===== src/design/ooo_pkg.sv =====
package ooo_pkg;

    // datapath widths
    localparam int data_w  = 32;
    localparam int addr_w  = 32;
    localparam int regnm_w = 5;
    localparam int nick_w  = 5;

    // architectural registers, x0 included
    localparam int reg_count = 2 ** regnm_w;

    // usable rob slots, tags 1..31
    localparam int rob_entries = 31;

    typedef logic [data_w-1:0]  data_t;
    typedef logic [addr_w-1:0]  addr_t;
    typedef logic [regnm_w-1:0] regnm_t;
    typedef logic [nick_w-1:0]  nick_t;

    // tag 0 is never handed out
    localparam nick_t nick_none  = nick_t'(0);
    localparam nick_t nick_first = nick_t'(1);
    localparam nick_t nick_last  = nick_t'(rob_entries);

    localparam regnm_t reg_zero = regnm_t'(0);

    // pc step for a not-taken branch
    localparam addr_t pc_step = addr_t'(4);

    // retirement class of an entry
    //   op_alu / op_load  write rd at commit
    //   op_store          goes to the store buffer
    //   op_branch         checked against its prediction
    typedef enum logic [1:0] {
        op_alu    = 2'd0,
        op_load   = 2'd1,
        op_store  = 2'd2,
        op_branch = 2'd3
    } op_e;

endpackage


===== src/design/rename_table.sv =====
module rename_table (
    input  logic            clk,
    input  logic            arst_n,

    // new youngest writer
    input  logic            alloc_accept,
    input  ooo_pkg::regnm_t alloc_rd,
    input  ooo_pkg::nick_t  alloc_nick,

    // retiring writer
    input  logic            commit_en,
    input  ooo_pkg::regnm_t commit_rd,
    input  ooo_pkg::nick_t  commit_nick,

    input  logic            flush,

    // operand lookup
    input  ooo_pkg::regnm_t rs_regnm,
    output logic            rs_busy,
    output ooo_pkg::nick_t  rs_nick
);

    logic [ooo_pkg::reg_count-1:0] busy;
    ooo_pkg::nick_t                nick_map [ooo_pkg::reg_count];

    // x0 is never renamed
    assign rs_busy = busy[rs_regnm];
    assign rs_nick = nick_map[rs_regnm];

    always_ff @(posedge clk or negedge arst_n) begin
        if (!arst_n) begin
            busy <= '0;
            for (int r = 0; r < ooo_pkg::reg_count; r++) begin
                nick_map[r] <= ooo_pkg::nick_none;
            end
        end else if (flush) begin
            busy <= '0;
            for (int r = 0; r < ooo_pkg::reg_count; r++) begin
                nick_map[r] <= ooo_pkg::nick_none;
            end
        end else begin
            for (int r = 1; r < ooo_pkg::reg_count; r++) begin
                if (alloc_accept && (alloc_rd == ooo_pkg::regnm_t'(r))) begin
                    // a newer writer beats the retiring one
                    busy[r]     <= 1'b1;
                    nick_map[r] <= alloc_nick;
                end else if (commit_en && (commit_rd == ooo_pkg::regnm_t'(r))
                             && (nick_map[r] == commit_nick)) begin
                    // only the youngest writer frees the register
                    busy[r]     <= 1'b0;
                    nick_map[r] <= ooo_pkg::nick_none;
                end
            end
        end
    end

endmodule


===== config.mk =====
export PLATFORM = sky130hd
export DESIGN_NAME = rename_table
export DESIGN_NICKNAME = d
export VERILOG_FILES = /design/src/design/ooo_pkg.sv /design/src/design/rename_table.sv
export SDC_FILE = /design/constraint.sdc
export NUM_CORES = 1
export LEC_CHECK = 0
export BUFFER_PORTS_ARGS = -buffer_cell sky130_fd_sc_hd__buf_2
export CAP_MARGIN = 15
export CORE_ASPECT_RATIO = 0.5
export CORE_MARGIN = 2
export CORE_UTILIZATION = 38
export DETAILED_ROUTE_END_ITERATION = 12
export GPL_TIMING_DRIVEN = 0
export HOLD_SLACK_MARGIN = 0.15
export SLEW_MARGIN = 20
export SYNTH_ARGS = -nofsm -noshare
export SYNTH_HDL_FRONTEND = slang
export SYNTH_SLANG_ARGS = --single-unit

===== constraint.sdc =====
create_clock -name clk -period 2.2 [get_ports clk]
set_clock_uncertainty 0.1 [all_clocks]
set_input_delay 0.11 -clock clk [delete_from_list [all_inputs] [get_ports clk]]
set_output_delay 0.11 -clock clk [all_outputs]
set_load 0.02 [all_outputs]

Word-level counts from Yosys, hierarchy flattened
Index checks and enable logic that the tools add are counted.

Memory bits (writable): 0. Latch bits: 0. Logic and storage cells: 413. Bits in read-only memories: 0. Output and inout port bits: 6. Memories kept: 0. Input bits: 30. Flip-flop bits (word level): 186.

Muxes and demuxes: 131. Bitwise operators: 1. Multipliers: 0. Magnitude comparators: 2. Reduce and logical (&&, ||, !) cells: 124. Div/mod/pow operators: 0. Shift-type cells: 0. Eq/ne operators: 93. Add/subtract/negate cells: 0.

Operators by type and width (count): 2-to-1 mux 5 bit (64); == test 5 bit (second input constant) (32); == test 5 bit (31); 2-to-1 mux 155 bit (1); logical AND 1 bit (93); nonzero test 3 bit (31); == test 5 x 4 -> 1 bit (second input constant) (16); 2-to-1 mux 1 bit (63); == test 5 x 3 -> 1 bit (second input constant) (8); 2-to-1 mux 31 bit (1); binary-select mux 5 bit (select 5 bit) (1); == test 5 x 2 -> 1 bit (second input constant) (4); == test 5 x 1 -> 1 bit (second input constant) (2); >= comparator 6 bit (second input constant) (1); < comparator 5 x 6 -> 1 bit (second input constant) (1); NOT 5 -> 6 bit (1); binary-select mux 1 bit (select 5 bit) (1).

Longest topological paths before layout
Depth after elaboration: 6. Depth in mapped cells: 8. Mapped depth without buffers: 5.

Worst setup path after synthesis
No wires, ideal clock.

Path kind: input -> output. Start point: input port rs_regnm[0]. End point: output port rs_nick[1]. Required time: 1.990 ns. Stages on the path: 7. Buffers on the path: 3. Data arrival time: 1.574 ns. Path slack: 0.416 ns. Cells stage by stage: buf_4 > buf_2 > buf_2 > mux2i_1 > o22ai_1 > o31ai_1 > o21ai_0.

Cells in the longest elaborated chain, start to end: 4.

Ends and longest elaborated chain: start: declaration (RTL line rename_table.sv:18) `input ooo_pkg::regnm_t rs_regnm,`; NOT 5 -> 6 bit (implied by the code) (RTL line rename_table.sv:28) `assign rs_nick = nick_map[rs_regnm];`; binary-select mux 5 bit (select 5 bit) (RTL line rename_table.sv:28); 2-to-1 mux 5 bit (implied by the code) (2 in series) (RTL line rename_table.sv:28); end: declaration (RTL line rename_table.sv:20) `output ooo_pkg::nick_t rs_nick`.

No other way between the ends. The select of a mux whose other input is x is not followed.

Worst setup path after layout
Start point: register nick_map[83] in the netlist's numbering. End point: output port rs_nick[3].

Cells in the longest elaborated chain, start to end: 3.

Ends and longest elaborated chain: start: declaration (RTL line rename_table.sv:24) `ooo_pkg::nick_t nick_map [ooo_pkg::reg_count];`; start signal: indexed assignment (RTL line rename_table.sv:34) `nick_map[r] <= ooo_pkg::nick_none;`; start signal: indexed assignment (RTL line rename_table.sv:39) `nick_map[r] <= ooo_pkg::nick_none;`; start signal: indexed assignment (RTL line rename_table.sv:46) `nick_map[r] <= alloc_nick;`; binary-select mux 5 bit (select 5 bit) (RTL line rename_table.sv:28); 2-to-1 mux 5 bit (implied by the code) (2 in series) (RTL line rename_table.sv:28).

No other way between the ends. The select of a mux whose other input is x is not followed.

==> results.sh <==
export IMPL_status="complete, but fails checks"
export IMPL_violations="setup timing"
export IMPL_start_kind="flop"
export IMPL_synth_top_area_share_pct=41.01
export IMPL_crit_type="flop to output pin"
export IMPL_tightest_slew_ps=1240
export IMPL_ys_ff_latch=186
export IMPL_cts_buffers=17
export IMPL_vias=10336
export IMPL_synth_flop_cell="dfrtp_1"
export IMPL_synth_seq_area_share_pct=41.01
export IMPL_required_ps=1990
export IMPL_synthMuxAreaShare_pct=9.327
export IMPL_avgSynthCellArea_um2=9.981
export IMPL_multi_input_area_mm2=0.006460
export IMPL_cap_violations=0
export IMPL_r2r_end="nick_map[87]$_DFFE_PN0P_"
export IMPL_synth_xor_area_share_pct=11.65
export IMPL_gp_congestion=1.030
export IMPL_seq_area_mm2=0.004657
export IMPL_cts_path_max_buffers=2
export IMPL_arrival_ps=2160
export IMPL_fp_dieArea_mm2=0.03135
export IMPL_peakVddDrop_mv=0.5215
export IMPL_synthesis_nets=1167
export IMPL_rsz0062_at_grt="true"
export IMPL_final_hold_violation_count=0
export IMPL_synthAdderAreaFrac_pct=0
export IMPL_antenna_found_initial=0
export IMPL_synthesis_area_mm2=0.01135
export IMPL_ff2ff_path_depth=6
export IMPL_fp_dieH_um=126.2
export IMPL_initial_core_util_pct=38.89
export IMPL_slew_headroom_pct=17.20
export IMPL_worstSkewPairLatency_ps=460
export IMPL_viasPerCell=6.380
export IMPL_max_freq_mhz=421.8
export IMPL_grt_usage_pct=29.70
export IMPL_met2_length_um=19230
export IMPL_synth_top_family_by_area="simple AND/OR/NAND/NOR gates"
export IMPL_grt_overflow=0
export IMPL_drive_gt1_share_pct=16.76
export IMPL_num_fill_cells=2707
export IMPL_synth_cells=1137
export IMPL_wl_per_cell_um=27.99
export IMPL_top_layer="met4"
export IMPL_r2r_start="nick_map[88]$_DFFE_PN0P_"
export IMPL_grt_first_pass_wirelength_um=66440
export IMPL_synth_edf_count=0
export IMPL_ys_types=53
export IMPL_htreeDepth=4
export IMPL_num_antenna_cells=0
export IMPL_grt_start_max_net_pins=97
export IMPL_dr_pass1_iters=7
export IMPL_synthArstFlopShare_pct=100.0
export IMPL_dr_wl_met3_um=5366
export IMPL_drt_wl_total_um=45350
export IMPL_path_max_fanout=2
export IMPL_maxSlewViolCount=0
export IMPL_path_clk_slew_ps=70
export IMPL_synth_compound_area_share_pct=15.49
export IMPL_holdWs_ps=127.1
export IMPL_syn2layout_area_growth_pct=16.27
export IMPL_fin_crit_sh_pct=107.8
export IMPL_hp_class="input pin to async pin"
export IMPL_die_width_um=248.4
export IMPL_synth_warnings=0
export IMPL_period_minus_slack_ps=2371
export IMPL_drc=0
export IMPL_core_area_mm2=0.02918
export IMPL_dp_hpwl_um=31350
export IMPL_final_util_pct=45.22
export IMPL_synth_top_cells_by_count="dfrtp_1 (186), nand2_1 (132), nor2_1 (110), xnor2_1 (83), a22o_1 (72)"
export IMPL_wl_met1_um=18460
export IMPL_layout_setup_ws_ps=-170.5
export IMPL_drt_first_iter_violations=1537
export IMPL_cts_tree="built"
export IMPL_p_leak_nw=5.541
export IMPL_reg2reg_slack_ps=110
export IMPL_p_per_area_mw_per_mm2=614.3
export IMPL_ctsRootBufferMaster="clkbuf_16"
export IMPL_rows=44
export IMPL_ant_nets=0
export IMPL_synthTopCellsByArea="dfrtp_1 (41%), mux4_2 (7.1%), xnor2_1 (6.4%)"
export IMPL_ioPinCount=36
export IMPL_grt_pass1_vias=10087
export IMPL_yosys_area_top_type="dfrtp_1"
export IMPL_clock_sinks=186
export IMPL_synthSimpleGateAreaFrac_pct=18.77
export IMPL_synth_most_common_cell="dfrtp_1"
export IMPL_total_power_mw=8.105
export IMPL_setup_viol=11
export IMPL_fin_nets=1247
export IMPL_crit_path_end_kind="output pin"
export IMPL_io_buffers=28
==> registers in the layout, indices dropped and copies added (netlist names) <==
signal,count
nick_map,155
busy,31
==> how the worst max path moves through the flow <==
| stage | startpoint | endpoint | cells after the start |
|---|---|---|---|
| CTS | nick_map[84]$_DFFE_PN0P_ | rs_nick[4] | 6 |
| floorplan | rs_regnm[0] | rs_nick[1] | 7 |
| global placement | arst_n | nick_map[32]$_DFFE_PN0P_ | 1 |
| finish | nick_map[83]$_DFFE_PN0P_ | rs_nick[3] | 6 |
| global route | nick_map[105]$_DFFE_PN0P_ | rs_nick[0] | 6 |
| detailed placement | flush | nick_map[9]$_DFFE_PN0P_ | 6 |
==> worst max-delay path, stage by stage, from the launching register on <==
cell,delay (ps)
dfrtp_1,420
mux4_2,530
mux2i_1,200
nand2_1,130
o31ai_4,140
o21ai_2,120
buf_6,150
==> kinds of logic (layout without fill, tap and decap cells) <==
logic type / after synthesis / after routing
AO/OA/AOI/OAI: 235 / 235
XOR/XNOR: 151 / 151
buffers and inverters: 82 / 174
flip-flops: 186 / 186
multiplexers: 60 / 60
AND/OR/NAND/NOR: 423 / 423
==> metrics by stage <==
stage	cells	setup WS, ps	area (µm²)	TNS (ps)
after floorplan	1137	416.1	11350	0
after global placement	1556	-2133	11980	-403070
after detailed placement	1557	-535.5	12020	-11720
after CTS	1611	-158.1	13030	-822.1
after global routing	1620	-202.8	13200	-1404
final	1620	-170.5	13200	-972.1
==> power by group <==
group	switching (mW)	total [mW]	internal (mW)
sequential	0.0305	3.48	3.44
combinational	0.743	1.05	0.306
clock	1.43	3.58	2.15
total	2.20	8.11	5.90
==> per-layer routing <==
metal  track usage, %  vias to the layer above
li1                 -                     4288
met1            40.31                     5170
met2            42.42                      714
met4            15.37                        0
met5                0                        -
met3            9.378                      164
==> layout make-up <==
class                           count  area share (%)
Buffer                             76           3.177
Clock buffer                       19           3.357
Clock inverter                     12           1.669
Inverter                            6          0.1707
Multi-Input combinational cell    869           48.96
Sequential cell                   186           35.29
Tap cell                          391           3.708
Timing Repair Buffer               61           3.670
==> what timing repair did <==
action | 4_1_cts | 5_1_grt
resized for setup | 41 | 21
hold buffers | 15 | 0
buffers inserted | 8 | 10
endpoints found under the setup margin | 16 | 75
pin swaps | 5 | 6
hold endpoints to repair | 115 | 0
==> cell usage in the layout, fill, tap and decap left out, types with 7 or more instances in the layout <==
master           n
buf_2           34
xor2_1          68
dlygate4sd3_1   14
a2bb2oi_1       60
dfrtp_1        184
nor4_1          11
buf_6           12
nor2_1         109
nor2b_1         14
buf_4           28
nand2b_1        25
mux4_2          36
nor3_1          13
nand4_1         29
clkbuf_16       17
nand2_1        131
nand3_1         43
xnor2_1         82
nor4_2          11
a22o_1          72
mux2i_1         15
clkbuf_1        35
a21oi_1         57
o21ai_0          7
No activity file was read; power rests on OpenSTA's default activity.
