$ cat src/design/ooo_pkg.sv
package ooo_pkg;

    // datapath widths
    localparam int data_w  = 32;
    localparam int addr_w  = 32;
    localparam int regnm_w = 5;
    localparam int nick_w  = 5;

    // architectural registers, x0 included
    localparam int reg_count = 2 ** regnm_w;

    // usable rob slots, tags 1..31
    localparam int rob_entries = 31;

    typedef logic [data_w-1:0]  data_t;
    typedef logic [addr_w-1:0]  addr_t;
    typedef logic [regnm_w-1:0] regnm_t;
    typedef logic [nick_w-1:0]  nick_t;

    // tag 0 is never handed out
    localparam nick_t nick_none  = nick_t'(0);
    localparam nick_t nick_first = nick_t'(1);
    localparam nick_t nick_last  = nick_t'(rob_entries);

    localparam regnm_t reg_zero = regnm_t'(0);

    // pc step for a not-taken branch
    localparam addr_t pc_step = addr_t'(4);

    // retirement class of an entry
    //   op_alu / op_load  write rd at commit
    //   op_store          goes to the store buffer
    //   op_branch         checked against its prediction
    typedef enum logic [1:0] {
        op_alu    = 2'd0,
        op_load   = 2'd1,
        op_store  = 2'd2,
        op_branch = 2'd3
    } op_e;

endpackage

$ cat src/design/reg_file.sv
module reg_file (
    input  logic            clk,
    input  logic            arst_n,

    // commit write port
    input  logic            commit_en,
    input  ooo_pkg::regnm_t commit_rd,
    input  ooo_pkg::data_t  commit_data,

    // operand read port
    input  ooo_pkg::regnm_t rs_regnm,
    output ooo_pkg::data_t  rs_data
);

    // x1..x31 only, x0 has no storage
    ooo_pkg::data_t regs [1:ooo_pkg::reg_count-1];

    logic wr_en;

    assign wr_en = commit_en && (commit_rd != ooo_pkg::reg_zero);

    always_ff @(posedge clk or negedge arst_n) begin
        if (!arst_n) begin
            for (int r = 1; r < ooo_pkg::reg_count; r++) begin
                regs[r] <= '0;
            end
        end else if (wr_en) begin
            regs[commit_rd] <= commit_data;
        end
    end

    // async read, x0 reads zero
    always_comb begin
        if (rs_regnm == ooo_pkg::reg_zero) begin
            rs_data = '0;
        end else begin
            rs_data = regs[rs_regnm];
        end
    end

endmodule

$ cat config.mk
export PLATFORM = sky130hd
export DESIGN_NAME = reg_file
export DESIGN_NICKNAME = d
export VERILOG_FILES = /design/src/design/ooo_pkg.sv /design/src/design/reg_file.sv
export SDC_FILE = /design/constraint.sdc
export NUM_CORES = 1
export LEC_CHECK = 0
export BUFFER_PORTS_ARGS = -buffer_cell sky130_fd_sc_hd__buf_2
export CAP_MARGIN = 20
export CORE_MARGIN = 2
export CORE_UTILIZATION = 45
export DETAILED_ROUTE_END_ITERATION = 7
export MAX_ROUTING_LAYER = met4
export PLACE_DENSITY = 0.59
export SLEW_MARGIN = 20
export SYNTH_ARGS = -nofsm -noshare
export SYNTH_HDL_FRONTEND = slang
export SYNTH_SLANG_ARGS = --single-unit
export TNS_END_PERCENT = 10
$ cat constraint.sdc
create_clock -name clk -period 5.7 [get_ports clk]
set_input_delay 0.855 -clock clk [delete_from_list [all_inputs] [get_ports clk]]
set_output_delay 0.855 -clock clk [all_outputs]
set_load 0.02 [all_outputs]
== Word level (Yosys, flattened, before mapping) ==
Index checks and enable logic that the tools add are counted.
Operators by class
  order comparisons: 3
  mux-type cells: 7
  bitwise logic cells: 2
  reduce and logical (&&, ||, !) cells: 4
Operator list (number)
  $bwmux 992: 1
  $bmux 32 s5: 1
  $demux 32 s5: 1
  $mux 32: 4
  $ge 6x6->1 const B: 2
  $not 5->6: 2
  $lt 6x1->1 const B: 1
  $logic_not 5->1: 1
  $reduce_bool 5->1: 1
  $logic_and 1x1->1: 2
Storage, ports and cells
  register bits after elaboration: 992
  output and inout bits: 32
  logic and storage cells: 47

== Logic depth before layout (Yosys ltp) ==
  depth after elaboration: 6
  depth in mapped cells: 9
  mapped depth without buffers: 4

== Worst setup path before layout ==
Ideal clock, no wire load.
  kind: input port to output port
  start point: input rs_regnm[1]
  end point: output rs_data[10]
  arrival time: 2.582 ns
  data required time: 4.845 ns
  slack: 2.263 ns
  stages: 8
  buffers on the path: 4
  cell sequence: buf_4 > buf_6 > or2_1 > buf_2 > buf_2 > o22ai_1 > nor3_1 > nor4_1
On the way
  word-level cells in the longest chain between the ends: 5
  elaborated cells on any way between the ends: 6
Ends and longest elaborated chain
  start: declaration: line reg_file.sv:11  | input ooo_pkg::regnm_t rs_regnm,
  $not 5->6 (implied by the code): line reg_file.sv:37  | rs_data = regs[rs_regnm];
  $bmux 32 s5: line reg_file.sv:37
  $mux 32 (implied by the code) (2 in series): line reg_file.sv:37
  $mux 32 (*): line reg_file.sv:34  | if (rs_regnm == ooo_pkg::reg_zero) begin
  end: declaration: line reg_file.sv:12  | output ooo_pkg::data_t rs_data
Every way passes the cells marked *; elsewhere a longest branch is shown, timed or not. The select of a mux whose other input is x is not followed.

== Worst setup path after layout ==
  start point: input rs_regnm[1]
  end point: output rs_data[8]
Same word-level chain as after synthesis.

==> flow_summary.json <==
{
  "multiInputGateArea_sq_um": 19200,
  "total_detailed_routing_wirelength_microns": 127000,
  "timing.reg2reg.setup_slack_ps": 4880,
  "swShare_pct": 25.3,
  "clk_latency_ps": 660,
  "syn_area_sq_um": 45400,
  "initial_core_util_pct": 45.4,
  "hold_viol_final": 0,
  "crit_path_cell_trace": "buf_8 -> nor2b_4 -> buf_4 -> a221o_1 -> a21oi_1 -> nor4_1 -> buf_2",
  "synth-xor-area-share_pct": 0,
  "drt_pass1_iterations": 5,
  "max_freq_mhz": 214,
  "startpoint_type": "input port",
  "detail_route.iter0.violations": 2143,
  "cts.hold.buffers_added": 0,
  "pin_count": 77,
  "clk_pin_slew_worst_paths_ps": 60,
  "synthesis.instances": 3162,
  "cell_internal_pwr_mw": 14.3,
  "cts-resized-gates": 0,
  "core_area_sq_um": 100000,
  "crit_path_max_incr_delay_ps": 870,
  "finalNetCount": 3149,
  "worst_r2r_startpoint": "regs[822]$_DFFE_PN0P_",
  "clock_tree_from_tritoncts": "done",
  "regMostFlops": "regs",
  "required_ps": 4850,
  "critical_path.n_buffers_inverters": 3,
  "r2r_end": "regs[822]$_DFFE_PN0P_",
  "critPathKind": "in2out",
  "drive_above_1_share_pct": 42.9,
  "grt_max_degree": 169,
  "setup_viol": 0,
  "setup.worst_path.end_class": "output port",
  "arrival_ps": 3820,
  "basic_gate_share_of_the_synthesized_area_counting_and_or_nand_and_nor_cells_pct": 2.31,
  "grt_first_pass_wirelength_microns": 192000,
  "synth.ff_latch_count": 992,
  "critical_path.max_fanout": 60,
  "hold_path.class": "in2async",
  "synth_largest_area_cell": "sky130_fd_sc_hd__dfrtp_1",
  "max_cap_violations": 0,
  "gp_congestion": 0.796,
  "switching_power_mw": 4.83,
  "report.final.slew_viol_count": 0,
  "max-slew-margin-rel_pct": 22.4,
  "period_share_pct": 82.0,
  "hold_ws_ps": 279,
  "antenna_violations_before_repair": 3,
  "gr-usage-all-layers_pct": 25.5,
  "final_critical_delay_including_setup_and_external_delays_ps": 4670,
  "ir_worst_vdd_mv": 0.221,
  "die-area_sq_um": 103000,
  "register_area_sq_um": 24800,
  "power_per_cell_area_nw_per_um2": 379,
  "post_synth.cell_area_avg_sq_um": 14.3,
  "portBuffers": 76,
  "outcome": "completed",
  "rsz0062_at_grt": "no",
  "share_comb_of_total_power_pct": 15.2,
  "area_growth_syn_to_layout_pct": 11.3,
  "synth-adder-area-share_pct": 0,
  "largest_reg_flops": 992,
  "route.detailed.vias_per_inst": 6.05,
  "numCtsBuffers": 109,
  "worstMarginPinSlew_ps": 1160,
  "clock-skew-final_ps": 0,
  "grt.overflow.total": 0,
  "rows": 116,
  "clockRootBuffer": "sky130_fd_sc_hd__clkbuf_16",
  "timing.reg2reg.worst_path_depth": 1,
  "syn_nets": 3207,
  "number_of_buffers_on_the_longest_clock_path": 3,
  "fillers": 8305,
  "place.detailed.instances": 4291,
  "instances_no_fill": 4493,
  "dp_hpwl_microns": 72800,
  "power.leakage_nw": 23.1,
  "yosysWarningCount": 0,
  "synth_top_family_by_area": "multiplexers",
  "biggestRegsByFlops": "regs (992)",
  "yosysSeqAreaShare_pct": 54.7,
  "synth.area.top_cells": "sky130_fd_sc_hd__dfrtp_1 (55%), sky130_fd_sc_hd__mux2_2 (23%), sky130_fd_sc_hd__mux2i_1 (7.1%), sky130_fd_sc_hd__mux4_2 (3.2%), sky130_fd_sc_hd__mux2_1 (2.1%)",
  "chipWidth_microns": 322,
  "fraction_of_the_mapped_netlist_area_in_compound_gates_pct": 3.88,
  "synth.area.mux_share_pct": 35.7,
  "vias": 27200,
  "totalNegativeSetupSlack_ps": 0,
  "yosys.area.top_type_share_pct": 54.7,
  "clock_power_share_pct": 37.2,
  "routed_wire_length_per_instance_microns": 28.2,
  "path_delay_family": "simple AND/OR/NAND/NOR gates",
  "die_height_microns": 322,
  "drtAntennaViolNets": 0,
  "drc": 0,
  "synth_cell_types": 36,
  "cp_slowest_cell": "sky130_fd_sc_hd__nor2b_4",
  "h-tree-depth": 3,
  "detailedPlace.worstSlack_ps": 995,
  "setup_ws_ps": 1030,
  "post-cts-setup-buffer-count": 0,
  "num_clock_sinks": 992,
  "via_count_of_the_first_global_routing_pass": 29000,
  "seqPwrFrac_pct": 47.6
}
[stage by stage]
stage | power, mW | utilization, % | cell area, sq um
global route | 20.0 | 50.5 | 50500
detailed placement | 12.1 | 46.8 | 46800
CTS | 19.3 | 50.5 | 50500
finish | 19.1 | 50.5 | 50500
floorplan | 11.2 | - | 45400
global placement | 11.9 | 46.7 | 46700
[area by class of cell]
type,count,share of cell area [%]
Timing Repair Buffer,150,2.42
Clock inverter,27,0.572
Antenna cell,2,0.00991
Sequential cell,992,49.1
Tap cell,1298,3.22
Multi-Input combinational cell,1851,38.0
Clock buffer,173,6.68
[per-layer routing]
metal / vias to the layer above / global-route usage (%) / part of all wire (%)
li1: 11500 / - / -
met1: 14900 / 35.2 / 46
met2: 599 / 39.8 / 47
met3: 182 / 3.70 / 4.4
met4: 0 / 6.51 / 2.3
met5: - / - / 0
[synth_stat cells]
cell and n:
sky130_fd_sc_hd__mux2i_1 320, sky130_fd_sc_hd__a211oi_1 32, sky130_fd_sc_hd__nand3_1 1, sky130_fd_sc_hd__dfrtp_1 992, sky130_fd_sc_hd__nor3b_2 2, sky130_fd_sc_hd__o22ai_1 128
sky130_fd_sc_hd__nand2_1 14, sky130_fd_sc_hd__buf_1 7, sky130_fd_sc_hd__and3_1 2, sky130_fd_sc_hd__buf_4 11, sky130_fd_sc_hd__mux2_1 83, sky130_fd_sc_hd__nor4_2 1
sky130_fd_sc_hd__nor4_1 32, sky130_fd_sc_hd__buf_2 137, sky130_fd_sc_hd__and2_1 1, sky130_fd_sc_hd__a22oi_1 32, sky130_fd_sc_hd__a221o_1 32, sky130_fd_sc_hd__nor2b_1 37
sky130_fd_sc_hd__buf_6 16, sky130_fd_sc_hd__buf_8 1, sky130_fd_sc_hd__nand2b_1 7, sky130_fd_sc_hd__mux2_2 941, sky130_fd_sc_hd__nor2_1 13, sky130_fd_sc_hd__clkbuf_1 145
sky130_fd_sc_hd__clkbuf_4 1, sky130_fd_sc_hd__buf_12 1, sky130_fd_sc_hd__nand4_1 1, sky130_fd_sc_hd__or2_1 1, sky130_fd_sc_hd__nand4b_1 3, sky130_fd_sc_hd__mux4_2 64
sky130_fd_sc_hd__or2_2 1, sky130_fd_sc_hd__a21oi_1 32, sky130_fd_sc_hd__nor3_1 66, sky130_fd_sc_hd__nor3_2 1, sky130_fd_sc_hd__or3_1 3, sky130_fd_sc_hd__nand2_2 1
[power groups by stage]
stage	Combinational, mW	Clock (mW)	Sequential, mW
after detailed placement	2.93	0	9.21
after global placement	2.82	0	9.09
after CTS	2.94	7.25	9.09
after global routing	3.17	7.58	9.26
after floorplan	2.23	0	8.98
final	2.91	7.11	9.10
[worst max path at each step]
stage | startpoint | slack (ps) | cells past startpoint | to
after detailed placement | rs_regnm[1] | 1000 | 7 | rs_data[8]
after floorplan | rs_regnm[1] | 2260 | 8 | rs_data[10]
after global placement | rs_regnm[1] | 1030 | 7 | rs_data[26]
after CTS | rs_regnm[1] | 980 | 7 | rs_data[8]
final | rs_regnm[1] | 1030 | 7 | rs_data[8]
after global routing | rs_regnm[1] | 900 | 7 | rs_data[29]
[logic make-up (layout without fill, tap and decap cells)]
kind of cell | count (synthesis) | after routing
other cells | 0 | 2
flops | 992 | 992
buf+inv | 319 | 350
compound gates | 256 | 256
mux | 1408 | 1408
simple gates | 187 | 187
[cells in the final DEF (no fill, tap or decap), types with 2 or more instances in the layout]
cell,Yosys,final
sky130_fd_sc_hd__dfrtp_1,992,992
sky130_fd_sc_hd__buf_8,1,3
sky130_fd_sc_hd__bufinv_16,0,5
sky130_fd_sc_hd__buf_4,11,57
sky130_fd_sc_hd__nor2b_1,37,35
sky130_fd_sc_hd__nand2_1,14,2
sky130_fd_sc_hd__a221o_1,32,32
sky130_fd_sc_hd__buf_2,137,72
sky130_fd_sc_hd__o22ai_1,128,128
sky130_fd_sc_hd__clkinv_2,0,18
sky130_fd_sc_hd__mux2i_1,320,320
sky130_fd_sc_hd__nor2_4,0,12
sky130_fd_sc_hd__clkbuf_16,0,113
sky130_fd_sc_hd__nor3_1,66,66
sky130_fd_sc_hd__diode_2,0,2
sky130_fd_sc_hd__mux4_2,64,64
sky130_fd_sc_hd__nand2b_4,0,2
sky130_fd_sc_hd__and3_2,0,2
sky130_fd_sc_hd__a22oi_1,32,32
sky130_fd_sc_hd__nand2b_2,0,2
sky130_fd_sc_hd__nand2_2,1,12
sky130_fd_sc_hd__clkbuf_1,145,28
sky130_fd_sc_hd__nor4_1,32,32
sky130_fd_sc_hd__or3_2,0,3
sky130_fd_sc_hd__a21oi_1,32,32
sky130_fd_sc_hd__mux2_1,83,83
sky130_fd_sc_hd__buf_12,1,14
sky130_fd_sc_hd__buf_16,0,4
sky130_fd_sc_hd__clkinv_8,0,2
sky130_fd_sc_hd__nand2b_1,7,3
sky130_fd_sc_hd__nor2b_4,0,2
sky130_fd_sc_hd__nand4b_1,3,3
sky130_fd_sc_hd__clkbuf_8,0,32
sky130_fd_sc_hd__nor3b_2,2,2
sky130_fd_sc_hd__a211oi_1,32,32
sky130_fd_sc_hd__mux2_2,941,941
Power figures use the tool's default switching activity.
