==> config.mk <==
export PLATFORM = sky130hd
export DESIGN_NAME = rob
export DESIGN_NICKNAME = d
export VERILOG_FILES = /design/src/design/ooo_pkg.sv /design/src/design/rob.sv
export SDC_FILE = /design/constraint.sdc
export NUM_CORES = 2
export LEC_CHECK = 0
export BUFFER_PORTS_ARGS = -buffer_cell sky130_fd_sc_hd__clkbuf_2
export CAP_MARGIN = 5
export CORE_UTILIZATION = 46
export DETAILED_ROUTE_END_ITERATION = 12
export HOLD_SLACK_MARGIN = 0.02
export PLACE_DENSITY = 0.63
export SLEW_MARGIN = 10
export SYNTH_ARGS = -nofsm -noshare
export SYNTH_HDL_FRONTEND = slang
export SYNTH_SLANG_ARGS = --single-unit
==> constraint.sdc <==
create_clock -name clk -period 4.88 [get_ports clk]
set_clock_uncertainty 0.15 [all_clocks]
set_input_delay 0.732 -clock clk [delete_from_list [all_inputs] [get_ports clk]]
set_output_delay 0.732 -clock clk [all_outputs]
set_load 0.02 [all_outputs]
==> src/design/ooo_pkg.sv <==
package ooo_pkg;

    // datapath widths
    localparam int data_w  = 32;
    localparam int addr_w  = 32;
    localparam int regnm_w = 5;
    localparam int nick_w  = 5;

    // architectural registers, x0 included
    localparam int reg_count = 2 ** regnm_w;

    // usable rob slots, tags 1..31
    localparam int rob_entries = 31;

    typedef logic [data_w-1:0]  data_t;
    typedef logic [addr_w-1:0]  addr_t;
    typedef logic [regnm_w-1:0] regnm_t;
    typedef logic [nick_w-1:0]  nick_t;

    // tag 0 is never handed out
    localparam nick_t nick_none  = nick_t'(0);
    localparam nick_t nick_first = nick_t'(1);
    localparam nick_t nick_last  = nick_t'(rob_entries);

    localparam regnm_t reg_zero = regnm_t'(0);

    // pc step for a not-taken branch
    localparam addr_t pc_step = addr_t'(4);

    // retirement class of an entry
    //   op_alu / op_load  write rd at commit
    //   op_store          goes to the store buffer
    //   op_branch         checked against its prediction
    typedef enum logic [1:0] {
        op_alu    = 2'd0,
        op_load   = 2'd1,
        op_store  = 2'd2,
        op_branch = 2'd3
    } op_e;

endpackage

==> src/design/rob.sv <==
module rob (
    input  logic            clk,
    input  logic            arst_n,

    // allocate
    input  logic            alloc_en,
    input  ooo_pkg::op_e    alloc_op,
    input  ooo_pkg::regnm_t alloc_rd,
    input  logic            alloc_pred_taken,
    input  ooo_pkg::addr_t  alloc_pc,
    output logic            full,
    output ooo_pkg::nick_t  alloc_nick,
    output logic            alloc_accept,

    // execute result
    input  logic            ex_en,
    input  ooo_pkg::nick_t  ex_nick,
    input  ooo_pkg::data_t  ex_data,
    input  logic            ex_taken,
    input  ooo_pkg::addr_t  ex_target,

    // store buffer handshake
    input  logic            store_done_en,
    input  ooo_pkg::nick_t  store_done_nick,
    output logic            store_commit_en,
    output ooo_pkg::nick_t  store_commit_nick,

    // commit
    output logic            commit_en,
    output ooo_pkg::regnm_t commit_rd,
    output ooo_pkg::data_t  commit_data,
    output ooo_pkg::nick_t  commit_nick,

    // redirect
    output logic            flush,
    output ooo_pkg::addr_t  flush_pc
);

    // per-entry control
    logic [ooo_pkg::rob_entries:1] occupied;
    logic [ooo_pkg::rob_entries:1] done;

    // per-entry payload
    ooo_pkg::op_e    op_q     [1:ooo_pkg::rob_entries];
    ooo_pkg::regnm_t rd_q     [1:ooo_pkg::rob_entries];
    ooo_pkg::data_t  data_q   [1:ooo_pkg::rob_entries];
    logic            pred_q   [1:ooo_pkg::rob_entries];
    logic            taken_q  [1:ooo_pkg::rob_entries];
    ooo_pkg::addr_t  target_q [1:ooo_pkg::rob_entries];
    ooo_pkg::addr_t  pc_q     [1:ooo_pkg::rob_entries];

    ooo_pkg::nick_t head;
    ooo_pkg::nick_t tail;

    logic ex_write;
    logic store_retire;
    logic retire;
    logic mispredict;

    function automatic ooo_pkg::nick_t next_nick(input ooo_pkg::nick_t n);
        ooo_pkg::nick_t nxt;
        // skip tag 0 on wrap
        if (n == ooo_pkg::nick_last) begin
            nxt = ooo_pkg::nick_first;
        end else begin
            nxt = n + ooo_pkg::nick_first;
        end
        return nxt;
    endfunction

    assign full         = &occupied;
    assign alloc_nick   = tail;
    // nothing enters while the redirect is in flight
    assign alloc_accept = alloc_en && !full && !flush;

    // head decode
    assign commit_en         = occupied[head] && done[head] && (op_q[head] != ooo_pkg::op_store);
    assign commit_rd         = rd_q[head];
    assign commit_data       = data_q[head];
    assign commit_nick       = head;
    assign store_commit_en   = occupied[head] && (op_q[head] == ooo_pkg::op_store);
    assign store_commit_nick = head;

    assign store_retire = store_commit_en && store_done_en && (store_done_nick == head);
    assign retire       = commit_en || store_retire;
    assign mispredict   = commit_en && (op_q[head] == ooo_pkg::op_branch)
                          && (taken_q[head] != pred_q[head]);

    // late results for a flushed or retired slot are dropped
    assign ex_write = ex_en && !flush && (ex_nick != ooo_pkg::nick_none)
                      && occupied[ex_nick] && !done[ex_nick];

    always_ff @(posedge clk or negedge arst_n) begin
        if (!arst_n) begin
            occupied <= '0;
            done     <= '0;
            head     <= ooo_pkg::nick_first;
            tail     <= ooo_pkg::nick_first;
            flush    <= 1'b0;
        end else begin
            flush <= mispredict;
            if (mispredict) begin
                // branch retires, everything younger is gone
                occupied <= '0;
                done     <= '0;
                head     <= ooo_pkg::nick_first;
                tail     <= ooo_pkg::nick_first;
            end else begin
                if (alloc_accept) begin
                    occupied[tail] <= 1'b1;
                    done[tail]     <= 1'b0;
                    tail           <= next_nick(tail);
                end
                if (ex_write) begin
                    done[ex_nick] <= 1'b1;
                end
                if (retire) begin
                    occupied[head] <= 1'b0;
                    done[head]     <= 1'b0;
                    head           <= next_nick(head);
                end
            end
        end
    end

    always_ff @(posedge clk) begin
        if (alloc_accept) begin
            op_q[tail]   <= alloc_op;
            rd_q[tail]   <= alloc_rd;
            pred_q[tail] <= alloc_pred_taken;
            pc_q[tail]   <= alloc_pc;
        end
        if (ex_write) begin
            data_q[ex_nick]   <= ex_data;
            taken_q[ex_nick]  <= ex_taken;
            target_q[ex_nick] <= ex_target;
        end
        // redirect to the resolved path
        if (mispredict) begin
            flush_pc <= taken_q[head] ? target_q[head] : pc_q[head] + ooo_pkg::pc_step;
        end
    end

endmodule

# == Word level (Yosys, flattened, before mapping) ==
# Memory sizes are Yosys's and may differ from the RTL's.
# Index checks and enable logic that the tools add are counted.
# classes
n_mux,35
order_cmp,6
addsub,3
n_eq_ne,7
bitwise,7
n_reduce_logical,24
# ops
op,n
31-bit 2-to-1 mux,10
31-bit AND,3
31-bit inverter,2
31-bit OR,2
"32-bit by 3-bit adder with 32-bit output, second input constant",1
32-bit 2-to-1 mux,1
31-bit AND reduction,1
5-bit 2-to-1 mux,6
1-bit binary-select mux with 5-bit select,4
"5-bit by 6-bit < comparator with 1-bit output, second input constant",3
1-bit logical AND,16
1-bit demux with 5-bit select,3
"5-bit by 1-bit >= comparator with 1-bit output, second input constant",3
1-bit 2-to-1 mux,11
"5-bit by 1-bit adder with 5-bit output, second input constant",2
"5-bit == test, second input constant",2
5-bit == test,1
5-bit nonzero test,1
"2-bit == test, second input constant",2
2-bit nonzero test,2
1-bit zero test,3
"2-bit != test, second input constant",1
1-bit logical OR,1
1-bit != test,1
# word_totals
input_bits,120
out_inout_bits,89
wordCells,95
ram_bits,3255
register_bits,105
n_memories,7
# mem_list
name,words,width,read_ports,rd_ports_with_merged_regs,write_ports,line,text
data_q,31,32,1,0,1,rob.sv:46,ooo_pkg::data_t data_q [1:ooo_pkg::rob_entries];
pc_q,31,32,1,0,1,rob.sv:50,ooo_pkg::addr_t pc_q [1:ooo_pkg::rob_entries];
target_q,31,32,1,0,1,rob.sv:49,ooo_pkg::addr_t target_q [1:ooo_pkg::rob_entries];
rd_q,31,5,1,0,1,rob.sv:45,ooo_pkg::regnm_t rd_q [1:ooo_pkg::rob_entries];
op_q,31,2,1,0,1,rob.sv:44,ooo_pkg::op_e op_q [1:ooo_pkg::rob_entries];
pred_q,31,1,1,0,1,rob.sv:47,logic pred_q [1:ooo_pkg::rob_entries];
+1 memories,-,-,-,-,-,-,

# == Logic depth before layout (Yosys ltp) ==
# depth
depth_word,14
ltp_mapped,18
depth_no_buf,11

# == Worst setup path after synthesis ==
# No wires, ideal clock.
# synth_path
path_type,in2reg
startpoint,in ex_nick[0]
endpoint,mem data_q[13][0] (netlist name) (enable)
required_ps,4240
path_buffers,2
slack_ps,-1217
arrival_ps,5457
stages,8
setup_ps,490
cell_sequence,buf_2 mux4_2 mux2i_1 mux4_2 o311ai_0 or3b_2 clkbuf_1 nor2_1
# synth_between
elab_chain_cells,6
elab_cells_between_ends,11
classes_between,mux: 6; reduce/logical: 5
# synth_lines
item,line,text
start: declaration,rob.sv:17,"input ooo_pkg::nick_t ex_nick,"
1-bit binary-select mux with 5-bit select / 5-bit nonzero test (equally long branches),"rob.sv:91, rob.sv:90",
1-bit 2-to-1 mux (not written as such) / 1-bit logical AND (equally long branches),"rob.sv:91, rob.sv:90",
1-bit logical AND / 1-bit zero test (equally long branches),rob.sv:91,&& occupied[ex_nick] && !done[ex_nick];
1-bit logical AND,rob.sv:91,
1-bit 2-to-1 mux,rob.sv:133,if (ex_write) begin
1-bit 2-to-1 mux (not written as such),rob.sv:134,data_q[ex_nick] <= ex_data;
end: declaration,rob.sv:46,
# Parallel ways exist; a longest one is shown, timed or not. The select of a mux whose other input is x is not followed.

# == Final worst setup path ==
# layout_path
startpoint,reg head[2] (netlist: commit_nick[2])
endpoint,out commit_data[21]
# layout_between
elab_chain_cells,1
# layout_lines
item,line,text
start: declaration,rob.sv:52,ooo_pkg::nick_t head;
start signal: assignment,rob.sv:97,head <= ooo_pkg::nick_first;
start signal: assignment,rob.sv:106,head <= ooo_pkg::nick_first;
start signal: assignment,rob.sv:120,head <= next_nick(head);
memory read 31 x 32 bit,-,
end: declaration,rob.sv:31,"output ooo_pkg::data_t commit_data,"
# Every way passes these cells.

==> results.toml <==
[status]
run_status = "finished clean"

[clock_tree]
cts_buffer_depth = 4
clock-sinks = 3360
ctsRootBufferMaster = "clkbuf_16"
tritoncts = "done"
cts_buffers = 341
path_clk_slew_ns = 0.06
htreeDepth = 5
clk-insertion-delay-late_ns = 0.89

[logic_synthesis]
netlist_instances = 6203
synth-compound-area-share_pct = 4.21
synth-xor-area-share_pct = 0.115
ys_warn_count = 0
syn_nets = 6334
synthMuxAreaShare_pct = 14.2
async_reset_ff_share_pct = 2.17
synth_top_family_by_area = "multiplexers"
synthAdderAreaFrac_pct = 0.106
synth_cell_type_count = 79
yosys_register_bits = 3360
synthSimpleGateAreaFrac_pct = 2.03
synth-edff-count = 3287
seq_area_frac_synth_pct = 77.5
syn_avg_cell_area_sq_um = 20.9
ys.flop_type = "edfxtp_1"
syn_area_sq_um = 130000

[timing]
slew_viol_final = 0
final_hold_viol_count = 0
hold_ws_ns = 0.249
setup_viol = 0
min_period_ns = 4.83
fin_crit_sh_pct = 99.0
worst_pin_slew_ns = 1.25
rsz0062_at_grt = "no"
slew_headroom_pct = 16.8
fin_tns_setup_ns = 0
max_freq_ghz = 0.207

[floorplanning]
dieArea_sq_um = 284000
coreArea_sq_um = 280000
die_h_microns = 533
die_x_microns = 533
pin_count = 209
start_util_pct = 46.4
row_count = 194

[setup_path]
required_ns = 4.00
critPathCaptureType = "output pin"
cp.arrival_ns = 3.95
path_max_fanout = 24
cp-start-kind = "flip-flop"
crit_type = "reg -> out"

[detailed_routing]
wl_microns = 372000
drtAntennaViolNets = 0
drcViolationCount = 0
first_pass_iters = 6
post_drt_wl_per_cell_microns = 34.6
dr.first_iter.drc_count = 8970
post_drt_via_cell_ratio = 6.35
vias = 68187

[pwr]
leakage_uw = 0.0488
cellPowerDensity_nw_per_um2 = 491
peakVddDrop_uv = 349

[global_routing]
grt.overflow.total = 0
antenna_found_initial = 31
gr-usage-all-layers_pct = 26.0
grt_pass1_wl_microns = 520000
grt_start_max_net_pins = 78
grt_pass1_vias = 66564

[flow_run]
drv_cap = 0

[final_layout]
finish.utilization_pct = 53.2
layout-drive-gt1-share_pct = 25.3
syn2layout_area_growth_pct = 14.7
nets = 6876

[placed_design]
io_buffers = 208
hpwl_microns = 205000
place.gp.congestion = 0.891

[worst_hold_path]
hp-class = "in -> async"
==> where the power goes <==
group	internal [uW]	switching, uW
Sequential	32700	425
Clock	14200	10800
Combinational	5930	9050
Total	52800	20300
==> layer usage <==
metal / part of all wire [%] / GRT usage, % / up-vias
met2: 47 / 40.8 / 3914
met3: 10 / 4.87 / 666
met4: 3.3 / 7.87 / 24
li1: - / - / 27209
met5: 0.040 / 0 / -
met1: 40 / 37.1 / 36374
==> what timing repair did <==
action / 4_1_cts / 5_1_grt
hold buffers: 1 / 0
resized for setup: 23 / 8
buffers inserted: 4 / 0
setup endpoints to repair: 37 / 6
gates cloned: 13 / 0
endpoints found under the hold margin: 28 / 0
pin swaps: 0 / 1
==> worst max-delay path, cell delays in order, from the launching register on <==
cell	delay [ns]
dfrtp_2	0.44
buf_4	0.18
buf_4	0.18
nor3b_4	0.42
buf_12	0.22
buf_6	0.39
buf_4	0.44
a22oi_1	0.24
o2111ai_1	0.19
buf_4	0.15
clkbuf_2	0.16
==> final timing paths <==
kind / from / to / slack (ns) / cells after the start
max reg2reg: commit_nick[0] / commit_nick[1] / 0.17 / 12
max: commit_nick[2] / commit_data[21] / 0.05 / 10
min reg2reg: occupied[7] / occupied[7] / 0.45 / 2
min in group clk: alloc_pc[11] / pc_q[26][11] / 0.32 / 1
max in group asynchronous: arst_n / done[13] / 3.30 / 3
min: arst_n / flush / 0.25 / 2
==> area by class of cell <==
| cell class | count | area (sq um) |
|---|---|---|
| fillers | 21374 | 131000 |
| multi-input cells | 2420 | 27200 |
| repair buffers | 576 | 5690 |
| diodes | 4 | 10.0 |
| clock buffers | 426 | 9070 |
| well taps | 3724 | 4660 |
| clock inverters | 185 | 1500 |
| inverters | 46 | 179 |
| flip-flops and latches | 3360 | 101000 |
==> synthesized netlist by cell type (46+ instances only) <==
cell | number | share of area (%)
inv_1 | 46 | 0.13
a211oi_1 | 165 | 0.95
clkbuf_1 | 117 | 0.34
a22oi_1 | 176 | 1.0
buf_4 | 90 | 0.52
o22ai_1 | 158 | 0.76
nand2_1 | 79 | 0.23
dfrtp_1 | 71 | 1.4
buf_2 | 124 | 0.48
o2111ai_1 | 48 | 0.32
mux4_2 | 591 | 10
nor2_1 | 209 | 0.60
a21oi_1 | 133 | 0.51
edfxtp_1 | 3287 | 76
mux2i_1 | 497 | 3.8
==> kinds of logic after synthesis <==
logic type               Yosys count
flip-flops                      3360
multiplexers                    1100
AO/OA/AOI/OAI                    784
AND/OR/NAND/NOR                  508
buffers and inverters            423
XOR/XNOR                          17
adder cells (fa/ha/maj)           11
==> state kept, by name, indices dropped and copies added, names as in the netlist, 31 cells and up <==
signal,cells
data_q,992
done,31
flush_pc,32
occupied,31
op_q,62
pc_q,992
pred_q,31
rd_q,155
taken_q,31
target_q,992
==> metrics by stage <==
stage               total power (uW)  std cells  setup WS, ns  instance area (sq um)
CTS                            73400      10736        0.0190                 149000
global route                   75200      10739       0.00593                 149000
global placement               48000      10107       -0.0510                 138000
floorplan                      42500       6203         -1.04                 130000
detailed placement             48100      10107       -0.0742                 138000
finish                         73100      10741        0.0488                 149000
==> cells in the final DEF (no fill, tap or decap), types with 10 or more instances in the layout <==
| cell | count |
|---|---|
| a211oi_1 | 163 |
| a21oi_1 | 133 |
| a22oi_1 | 176 |
| and2_1 | 12 |
| and3_1 | 11 |
| buf_12 | 104 |
| buf_16 | 14 |
| buf_4 | 235 |
| bufbuf_16 | 11 |
| bufinv_16 | 19 |
| clkbuf_1 | 70 |
| clkbuf_16 | 347 |
| clkbuf_2 | 206 |
| clkinv_1 | 65 |
| clkinv_2 | 68 |
| clkinvlp_4 | 11 |
| dfrtp_1 | 67 |
| edfxtp_1 | 3287 |
| ha_1 | 11 |
| inv_1 | 14 |
| inv_2 | 30 |
| mux2i_1 | 494 |
| mux4_2 | 591 |
| nand2_1 | 78 |
| nand3_1 | 26 |
| nand4_1 | 37 |
| nor2_1 | 177 |
| nor2_4 | 32 |
| nor3_1 | 25 |
| nor4_1 | 26 |
| o2111ai_1 | 47 |
| o211ai_1 | 10 |
| o21ai_0 | 22 |
| o22ai_1 | 158 |
| o31ai_1 | 11 |
| xnor2_1 | 11 |
No activity file was read; power rests on OpenSTA's default activity.
